<file path="config.mk">
export PLATFORM = sky130hd
export DESIGN_NAME = dvi_transmitter
export DESIGN_NICKNAME = d
export VERILOG_FILES = /design/src/rtl/dvi_pkg.sv /design/src/rtl/dvi_transmitter.sv /design/src/rtl/tmds_encoder.sv /design/src/rtl/color_bars.sv /design/src/rtl/video_timing.sv
export SDC_FILE = /design/constraint.sdc
export NUM_CORES = 1
export LEC_CHECK = 0
export BUFFER_PORTS_ARGS = -buffer_cell sky130_fd_sc_hd__buf_2
export CORE_MARGIN = 10
export CORE_UTILIZATION = 66
export CTS_CLUSTER_DIAMETER = 30
export DETAILED_ROUTE_END_ITERATION = 10
export GPL_TIMING_DRIVEN = 0
export PLACE_DENSITY_LB_ADDON = 0.2
export SYNTH_ARGS = -nofsm -noshare
export SYNTH_HDL_FRONTEND = slang
export SYNTH_SLANG_ARGS = --single-unit
</file>
<file path="constraint.sdc">
create_clock -name clk -period 17.8 [get_ports clk]
set_clock_uncertainty 0.05 [all_clocks]
set_input_delay 3.56 -clock clk [delete_from_list [all_inputs] [get_ports clk]]
set_output_delay 3.56 -clock clk [all_outputs]
set_load 0.02 [all_outputs]
</file>
<file path="src/rtl/dvi_pkg.sv">
package dvi_pkg;

	localparam int CNT_W = 10; // timing counter width

	typedef struct packed {
		logic [7:0] red;
		logic [7:0] green;
		logic [7:0] blue;
	} pixel_t;

	typedef struct packed {
		logic blank;
		logic hsync;
		logic vsync;
	} sync_t;

	typedef logic [9:0] tmds_word_t;

	typedef struct packed {
		tmds_word_t red;
		tmds_word_t green;
		tmds_word_t blue;
	} tmds_bus_t;

	typedef logic [1:0] ctrl_t;      // {c1, c0}
	typedef logic [3:0] disparity_t; // two's complement

	// 640x480 at 60 Hz
	localparam int DEF_H_ACTIVE     = 640;
	localparam int DEF_H_SYNC_START = 656;
	localparam int DEF_H_SYNC_END   = 752;
	localparam int DEF_H_TOTAL      = 800;
	localparam int DEF_V_ACTIVE     = 480;
	localparam int DEF_V_SYNC_START = 490;
	localparam int DEF_V_SYNC_END   = 492;
	localparam int DEF_V_TOTAL      = 525;
	localparam int DEF_BAR_WIDTH    = 50;

	localparam tmds_word_t CTRL_SYMBOL [4] = '{
		10'b1101010100, 10'b0010101011, 10'b0101010100, 10'b1010101011
	};

	localparam pixel_t BAR_COLORS [14] = '{
		24'hc0c0c0, 24'hc0c000, 24'h00c000, 24'h00c0c0, 24'hc000c0, 24'hc00000, 24'h0000c0,
		24'h131313, 24'h00214c, 24'hffffff, 24'h32006a, 24'h090909, 24'h1d1d1d, 24'h000000
	};

endpackage
</file>
<file path="src/rtl/dvi_transmitter.sv">
`timescale 1ns/10ps

module dvi_transmitter #(
	parameter int H_ACTIVE     = dvi_pkg::DEF_H_ACTIVE,
	parameter int H_SYNC_START = dvi_pkg::DEF_H_SYNC_START,
	parameter int H_SYNC_END   = dvi_pkg::DEF_H_SYNC_END,
	parameter int H_TOTAL      = dvi_pkg::DEF_H_TOTAL,
	parameter int V_ACTIVE     = dvi_pkg::DEF_V_ACTIVE,
	parameter int V_SYNC_START = dvi_pkg::DEF_V_SYNC_START,
	parameter int V_SYNC_END   = dvi_pkg::DEF_V_SYNC_END,
	parameter int V_TOTAL      = dvi_pkg::DEF_V_TOTAL,
	parameter int BAR_WIDTH    = dvi_pkg::DEF_BAR_WIDTH
) (
	input  logic               clk,
	input  logic               reset,
	input  dvi_pkg::pixel_t    overlay,
	output dvi_pkg::tmds_bus_t tmds
);

	dvi_pkg::sync_t  sync;
	dvi_pkg::pixel_t bar_color;
	dvi_pkg::pixel_t pixel;     // bars with overlay on top
	dvi_pkg::ctrl_t  sync_ctrl; // only blue carries it

	video_timing #(
		.H_ACTIVE(H_ACTIVE), .H_SYNC_START(H_SYNC_START),
		.H_SYNC_END(H_SYNC_END), .H_TOTAL(H_TOTAL),
		.V_ACTIVE(V_ACTIVE), .V_SYNC_START(V_SYNC_START),
		.V_SYNC_END(V_SYNC_END), .V_TOTAL(V_TOTAL)
	) video_timing_inst (.clk(clk), .reset(reset), .sync(sync));

	color_bars #(.BAR_WIDTH(BAR_WIDTH)) color_bars_inst (
		.clk(clk), .reset(reset), .sync(sync), .bar_color(bar_color)
	);

	assign pixel.red   = bar_color.red   | overlay.red;
	assign pixel.green = bar_color.green | overlay.green;
	assign pixel.blue  = bar_color.blue  | overlay.blue;

	assign sync_ctrl = {~sync.vsync, ~sync.hsync}; // syncs are sent inverted

	tmds_encoder #(.CTRL_EN(1'b0)) enc_red (
		.clk(clk), .reset(reset), .data(pixel.red), .blank(sync.blank),
		.ctrl(sync_ctrl), .tmds(tmds.red)
	);

	tmds_encoder #(.CTRL_EN(1'b0)) enc_green (
		.clk(clk), .reset(reset), .data(pixel.green), .blank(sync.blank),
		.ctrl(sync_ctrl), .tmds(tmds.green)
	);

	tmds_encoder #(.CTRL_EN(1'b1)) enc_blue (
		.clk(clk), .reset(reset), .data(pixel.blue), .blank(sync.blank),
		.ctrl(sync_ctrl), .tmds(tmds.blue)
	);

endmodule

</file>
<file path="src/rtl/tmds_encoder.sv">
`timescale 1ns/10ps

module tmds_encoder #(
	parameter bit CTRL_EN = 1'b1 // 0 sends control pair 00 whatever ctrl holds
) (
	input  logic                clk,
	input  logic                reset,
	input  logic [7:0]          data,
	input  logic                blank,
	input  dvi_pkg::ctrl_t      ctrl,
	output dvi_pkg::tmds_word_t tmds
);

	logic [8:0]          xored;
	logic [8:0]          xnored;
	logic [8:0]          q_m;       // transition minimised word
	logic [3:0]          ones;
	dvi_pkg::disparity_t word_disp; // ones minus four of q_m[7:0]
	dvi_pkg::disparity_t bias;      // running dc bias
	dvi_pkg::ctrl_t      ctrl_sel;

	assign ctrl_sel = CTRL_EN ? ctrl : 2'b00;

	always_comb begin
		xored[0]  = data[0];
		xnored[0] = data[0];
		for (int i = 1; i < 8; i++) begin
			xored[i]  = data[i] ^ xored[i-1];
			xnored[i] = data[i] ~^ xnored[i-1];
		end
		xored[8]  = 1'b1;
		xnored[8] = 1'b0; // flags the xnor form
	end

	always_comb begin
		ones = 4'd0;
		for (int i = 0; i < 8; i++) begin
			ones = ones + 4'(data[i]);
		end
	end

	assign q_m = ((ones > 4'd4) || (ones == 4'd4 && !data[0])) ? xnored : xored;

	always_comb begin
		word_disp = 4'b1100; // start at -4
		for (int i = 0; i < 8; i++) begin
			word_disp = word_disp + 4'(q_m[i]);
		end
	end

	always_ff @(posedge clk) begin
		if (reset) begin
			tmds <= dvi_pkg::CTRL_SYMBOL[0];
			bias <= '0;
		end else if (blank) begin
			tmds <= dvi_pkg::CTRL_SYMBOL[ctrl_sel];
			bias <= '0; // each active run starts balanced
		end else if (bias == 4'd0 || word_disp == 4'd0) begin
			// no bias to correct so bit 9 follows bit 8
			tmds <= q_m[8] ? {2'b01, q_m[7:0]} : {2'b10, ~q_m[7:0]};
			bias <= q_m[8] ? bias + word_disp : bias - word_disp;
		end else if (bias[3] == word_disp[3]) begin
			tmds <= {1'b1, q_m[8], ~q_m[7:0]}; // same sign so invert to pull back
			bias <= bias + {3'b000, q_m[8]} - word_disp;
		end else begin
			tmds <= {1'b0, q_m[8], q_m[7:0]};
			bias <= bias - {3'b000, ~q_m[8]} + word_disp;
		end
	end

endmodule

</file>
<file path="src/rtl/color_bars.sv">
`timescale 1ns/10ps

module color_bars #(
	parameter int BAR_WIDTH = dvi_pkg::DEF_BAR_WIDTH
) (
	input  logic            clk,
	input  logic            reset,
	input  dvi_pkg::sync_t  sync,
	output dvi_pkg::pixel_t bar_color
);

	localparam int PIX_W = (BAR_WIDTH > 1) ? $clog2(BAR_WIDTH) : 1;

	logic [PIX_W-1:0] pix_cnt; // pixel within current bar
	logic [3:0]       bar_idx;
	logic             bar_end;
	logic [3:0]       color_sel;

	assign bar_end = (pix_cnt == PIX_W'(BAR_WIDTH - 1));

	always_ff @(posedge clk) begin
		if (reset) begin
			pix_cnt <= '0;
			bar_idx <= '0;
		end else if (sync.blank) begin
			// restart at the left edge of every line
			pix_cnt <= '0;
			bar_idx <= '0;
		end else if (bar_end) begin
			pix_cnt <= '0;
			bar_idx <= bar_idx + 1'b1;
		end else begin
			pix_cnt <= pix_cnt + 1'b1;
		end
	end

	// anything past the table shows black
	assign color_sel = (bar_idx > 4'd13) ? 4'd13 : bar_idx;
	assign bar_color = dvi_pkg::BAR_COLORS[color_sel];

endmodule

</file>
<file path="src/rtl/video_timing.sv">
`timescale 1ns/10ps

module video_timing #(
	parameter int H_ACTIVE     = dvi_pkg::DEF_H_ACTIVE,
	parameter int H_SYNC_START = dvi_pkg::DEF_H_SYNC_START,
	parameter int H_SYNC_END   = dvi_pkg::DEF_H_SYNC_END,
	parameter int H_TOTAL      = dvi_pkg::DEF_H_TOTAL,
	parameter int V_ACTIVE     = dvi_pkg::DEF_V_ACTIVE,
	parameter int V_SYNC_START = dvi_pkg::DEF_V_SYNC_START,
	parameter int V_SYNC_END   = dvi_pkg::DEF_V_SYNC_END,
	parameter int V_TOTAL      = dvi_pkg::DEF_V_TOTAL
) (
	input  logic            clk,
	input  logic            reset,
	output dvi_pkg::sync_t  sync
);

	localparam int W = dvi_pkg::CNT_W;

	logic [W-1:0] h_cnt; // pixel within line
	logic [W-1:0] v_cnt; // line within frame
	logic         h_last;
	logic         v_last;

	assign h_last = (h_cnt == W'(H_TOTAL - 1));
	assign v_last = (v_cnt == W'(V_TOTAL - 1));

	always_ff @(posedge clk) begin
		if (reset) begin
			h_cnt <= '0;
			v_cnt <= '0;
			sync  <= '0;
		end else begin
			// free running raster
			if (h_last) begin
				h_cnt <= '0;
				if (v_last) begin
					v_cnt <= '0;
				end else begin
					v_cnt <= v_cnt + 1'b1;
				end
			end else begin
				h_cnt <= h_cnt + 1'b1;
			end

			// registered so one cycle behind the counters
			sync.blank <= (h_cnt >= W'(H_ACTIVE)) || (v_cnt >= W'(V_ACTIVE));
			sync.hsync <= (h_cnt >= W'(H_SYNC_START)) && (h_cnt < W'(H_SYNC_END));
			sync.vsync <= (v_cnt >= W'(V_SYNC_START)) && (v_cnt < W'(V_SYNC_END));
		end
	end

endmodule

</file>
==> impl_results.md, run 1 <==
- Status: complete, no violations
- Top-level I/O count: 56
- Site Rows: 36
- Antenna violations before repair: 0
- Worst-path clk slew: ~0.09 ns
- First-pass GRT wire length: approximately 25 mm
- Post-synthesis sequential area ratio: a little under a quarter
- Ys async rst share: 0%
- Worst reg2reg path depth: 37
- Hpwl dp: 12.56 mm
- Crit path top cell by count: fa_1
- Hold Slack: 0.4288 ns
- Synth top area share: around 23%
- CP max-delay cell: a2111oi_0
- Crit Path Class: in -> reg
- Area contributors post-synth: dfxtp_1 23%, ha_1 13%, fa_1 11%
- Startpoint types: input port
- Via count: ~5500
- FMAX: 0.07536 GHz
- DRC: 0
- CTS tree: done
- Final net count: 971
- Largest net degree at the start of global routing: 17
- Cts hold-fix bufs: 0
- Ys Warns: 0
- CP max FO: 11
- TritonCTS buffer count: 9
- Fin. max-slew vios: 0
- Crit share post-route: 74.54%
- Post-synthesis instance area: 0.006659 mm2
- Mean Syn Cell Area: approximately 8.6 um2
- Synth cell types: 68
- # Max-Cap Violations: 0
- Fraction of layout cells with a size suffix above 1: 10.87%
- Top post-synthesis cells by count: 84 x inv_1, 76 x nor2_1, 76 x xnor2_1
- Die Wd: between 100 and 150 um
- Vert. Die Dim: roughly 120 um
- Syn-to-layout area delta: 9.752%
- GP Congestion: between 0.8 and 0.9
- CTS sink count: 75
- Clk Latency, worst-skew pair: 0.35 ns
- Slew HR: 25.68%
- Congestion Overflow GR: 0
- Die ar.: 0.01451 mm2
- Setup TNS Final: 0 ns
- HP Class: reg -> reg
- Arrival time at the worst endpoint: approximately 13 ns
- Post-Syn Nets: just over 900
- Top_reg_cell synth: dfxtp_1
- Total wire length: roughly 15 mm
- Post-synth EDFFs: 0
- Drt wl/cell: roughly 16 um
- Postcts setup bufs: 0
- Fillers: between 700 and 800
- Core area: roughly 0.0098 mm2
- Setup-failing EPs final: 0
- Htree depth: 3
- Seq. cell area: 0.001501 mm2
- ANT cells: 0
- Area of the multi-input gates: 0.004737 mm2
- Initial core utilization: between 60% and 70%
- FF+latch count, synth: between 70 and 80
- Slew @ Worst Pin: between 1 and 1.5 ns
- Hold path depth: 1
- Final core utilization: around three quarters
- Period minus WS final: around 13 ns
- Crit-path max cell delay: 0.94 ns
- Global-route total usage across every layer: 21.11%
- Post-CTS Resized: 0
- Root buf cell: clkbuf_8
- Initial DRC count: between 300 and 400
- Count leader, synth: inv_1
- CP Capture Type: flip-flop
- Clk buf depth: 2
- CP Data Required Time: approximately 18 ns
- Vias in the first global route: 5539
- Antenna Violating Nets Remaining: 0
- Port buffer count: 54
- Vias/cell: around 5.6
- Final hold vios: 0
- Syn Inst Count: 776
- RSZ-0062 raised after global routing: false
- Pre-Repair DR Iteration Count: 5
- Area leader, netlist: dfxtp_1
## path summary, 6_finish.rpt
check | endpoint | slack (ns) | start
worst max register to register | enc_blue.tmds[6] | 5.72 | color_bars_inst.bar_idx[3]
worst min register to register | color_bars_inst.pix_cnt[0] | 0.43 | color_bars_inst.pix_cnt[0]
worst min-delay path | color_bars_inst.pix_cnt[0] | 0.43 | color_bars_inst.pix_cnt[0]
worst max-delay path | enc_blue.tmds[6] | 4.53 | overlay[0]
## cell usage in the layout (no fill, tap or decap), types with 9 or more instances in the layout
master / count
a21oi_1: 39
o21ai_0: 36
nand2_1: 53
or3_1: 10
dfxtp_1: 75
xnor2_1: 76
ha_1: 68
fa_1: 36
clkbuf_1: 14
a211oi_1: 12
nand3_1: 17
nand2b_1: 15
inv_1: 84
mux2i_1: 16
xor2_1: 40
nor2_1: 76
clkbuf_8: 9
buf_2: 60
## through the flow
step	instance area, um2	setup WS, ns	cells
after floorplan	6659	5.482	776
after global placement	7096	4.120	963
after detailed placement	7096	4.168	963
after CTS	7308	4.506	979
after global routing	7308	3.799	979
final	7308	4.531	979
## logic make-up (layout without fill, tap and decap cells)
group,after synthesis,after routing,synth area share (%)
buffers and inverters,108,178,6.313
DFF,75,75,22.55
adders and majority gates,105,105,23.75
muxes,16,16,2.405
AOI/OAI and AO/OA,132,132,12.93
xor gates and xnor gates,118,118,15.84
and+or+nand+nor,222,222,16.22
## cell type report
| class | instances | share of cell area (%) |
|---|---|---|
| Buffer | 22 | 1.335 |
| Clock buffer | 9 | 1.695 |
| Clock inverter | 7 | 1.216 |
| Inverter | 86 | 4.417 |
| Multi-Input combinational cell | 593 | 64.82 |
| Sequential cell | 75 | 20.54 |
| Tap cell | 133 | 2.277 |
| Timing Repair Buffer | 54 | 3.698 |
## worst max-delay path: cells and delay by family
| kind | cells | cell delay (ns) |
|---|---|---|
| xor+xnor | 3 | 0.64 |
| buf+inv | 8 | 0.97 |
| simple gates | 5 | 1.12 |
| compound gates | 6 | 2.31 |
| fa+ha+maj | 11 | 4.83 |
## sequential cells by signal (all words and copies together) (netlist names)
signal,flops
video_timing_inst.h_cnt,10
enc_green.tmds,10
enc_green.bias,4
color_bars_inst.bar_idx,4
video_timing_inst.v_cnt,10
color_bars_inst.pix_cnt,6
enc_red.tmds,10
video_timing_inst.sync,3
enc_blue.tmds,10
enc_blue.bias,4
enc_red.bias,4
## metal layers
metal	part of all wire [%]	up-vias	routed length [um]	track usage (%)
met4	1.3	0	197	5.581
li1	-	2724	-	-
met1	41	2615	6338	24.41
met5	0	-	0	0
met3	4.5	23	702	3.537
met2	53	132	8201	39.16
Power of run 1 is left out: the tool's default activity adds up to more than one toggle a clock period on the data nets, which glitch-free logic cannot reach.
==> run 2: changes to the inputs <==
--- a/config.mk
+++ b/config.mk
@@ -7,7 +7,7 @@
 export LEC_CHECK = 0
 export BUFFER_PORTS_ARGS = -buffer_cell sky130_fd_sc_hd__buf_2
 export CORE_MARGIN = 10
-export CORE_UTILIZATION = 66
+export CORE_UTILIZATION = 62
 export CTS_CLUSTER_DIAMETER = 30
 export DETAILED_ROUTE_END_ITERATION = 10
 export GPL_TIMING_DRIVEN = 0
==> constraint.sdc (replaced) <==
create_clock -name clk -period 13.9 [get_ports clk]
set_clock_uncertainty 0.05 [all_clocks]
set_input_delay 2.78 -clock clk [delete_from_list [all_inputs] [get_ports clk]]
set_output_delay 2.78 -clock clk [all_outputs]
set_load 0.02 [all_outputs]
==> impl_results.md, run 2 (synthesis gave the netlist of run 1 again) <==
- Congestion Overflow GR: 0
- Hold Crit Start: color_bars_inst.pix_cnt[0]
- TritonCTS buffer count: 9
- Final net count: 971
- Period minus WS final: about 12 ns
- Clk buf depth: 2
- Port buffer count: 54
- DP Worst Slack: between 1 and 1.5 ns
- R2r endpoint: enc_blue.tmds[5]
- Final hold vios: 0
- Cts hold-fix bufs: 0
- Clk Latency, worst-skew pair: roughly 0.37 ns
- CP Capture Type: flip-flop
- Fraction of layout cells with a size suffix above 1: between 10% and 20%
- Pre-Repair DR Iteration Count: 5
- Arrival time at the worst endpoint: 12.64 ns
- CP Data Required Time: approximately 14 ns
- Global-route total usage across every layer: around 20%
- Core area: about 0.010 mm2
- Antenna Violating Nets Remaining: 0
- CTS sink count: 75
- Hpwl dp: 11.99 mm
- Design area: between 0.007 and 0.008 mm2
- Setup-failing EPs final: 0
- Most common cell after layout, fill and taps aside: inv_1
- Crit share post-route: 89.68%
- Commonest non-fill, non-tap cells in the layout: 84 x inv_1, 76 x nor2_1, 76 x xnor2_1, 75 x dfxtp_1, 68 x ha_1
- Fillers: 837
- Slew @ Worst Pin: 1.072 ns
- Largest net degree at the start of global routing: 16
- Total wire length: 15.12 mm
- Fin. max-slew vios: 0
- Drt wl/cell: between 15 and 20 um
- Crit Path Class: in -> reg
- Critical Path Start: overlay[0]
- Vert. Die Dim: approximately 120 um
- Top-level I/O count: 56
- Root buf cell: clkbuf_8
- Crit-path max cell delay: ~0.9 ns
- Syn-to-layout area delta: 9.320%
- Seq. cell area: around 0.0015 mm2
- ANT cells: 0
- Die ar.: around 0.015 mm2
- First-pass GRT wire length: ~25 mm
- Vias in the first global route: roughly 5600
- Initial DRC count: 293
- Antenna violations before repair: 0
- Worst reg2reg path depth: 38
- Vias/cell: 5.644
- Die Wd: about 120 um
- CP max-delay cell: a2111oi_0
- Worst Slack Setup Final: roughly 1.4 ns
- GP Congestion: 0.9304
- DRC: 0
- Worst r2r src: color_bars_inst.bar_idx[3]
- Worst Setup EP: enc_blue.tmds[5]
- Register-to-register setup slack: 1.86 ns
- Area of the multi-input gates: around 0.0047 mm2
- HP Class: reg -> reg
- Final core utilization: a little over two thirds
- Htree depth: 3
- Initial core utilization: roughly 64%
- # Max-Cap Violations: 0
- Slew HR: 26.65%
- FMAX: roughly 0.08 GHz
- Crit path top cell by count: fa_1
- RSZ-0062 raised after global routing: false
- Via count: 5542
- Site Rows: 37
- Startpoint types: input port
- Worst-path clk slew: around 0.10 ns
- CP max FO: 11
- Postcts setup bufs: 0
- Status: complete, no violations
- Post-CTS Resized: 0
- Setup TNS Final: 0 ns
- CTS tree: done
- Placed cell areas: about 0.0071 mm2
==> run 2: changes by cell type in the layout (fill, tap and decap cells not counted) <==
cell | before | now
bufinv_16 | 1 | 0
clkinv_2 | 0 | 2
clkinvlp_4 | 1 | 0
inv_6 | 2 | 4
inv_8 | 3 | 1
==> run 2: stage by stage <==
step,instances,hold WS (ns)
5_1_grt,982,0.4460
3_3_place_gp,966,0.3920
6_report,982,0.4145
3_5_place_dp,966,0.4029
4_1_cts,982,0.4228
2_1_floorplan,776,0.3794
==> run 2: cell type report <==
type                    count  area share, %
plain buffers              22          1.341
clock inverters             7         0.7735
inverters                  86          4.435
clock buffers               9          1.702
repair buffers             54          3.713
flip-flops and latches     75          20.63
well taps                 136          2.338
multi-input cells         593          65.07
==> run 2: critical path: cells and delay by family <==
family	cells	cell delay [ns]
buf+inv	8	0.94
simple gates	5	1.11
mux	1	0.12
compound gates	5	1.91
xor+xnor	4	0.91
fa+ha+maj	11	4.88
==> run 2: metal layers <==
metal	track usage, %	routed length (um)
met1	23.38	6527
met2	34.83	7455
met3	3.756	755
met4	7.424	380
met5	0	0
==> run 2: how the worst min path moves through the flow <==
stage,to,slack (ns),depth (start not counted)
after floorplan,color_bars_inst.pix_cnt[0],0.38,1
after global placement,color_bars_inst.pix_cnt[0],0.39,1
after detailed placement,color_bars_inst.pix_cnt[0],0.40,1
after CTS,color_bars_inst.pix_cnt[0],0.42,1
after global routing,color_bars_inst.pix_cnt[0],0.45,1
final,color_bars_inst.pix_cnt[0],0.41,1
Power of run 2 is left out for the same reason.
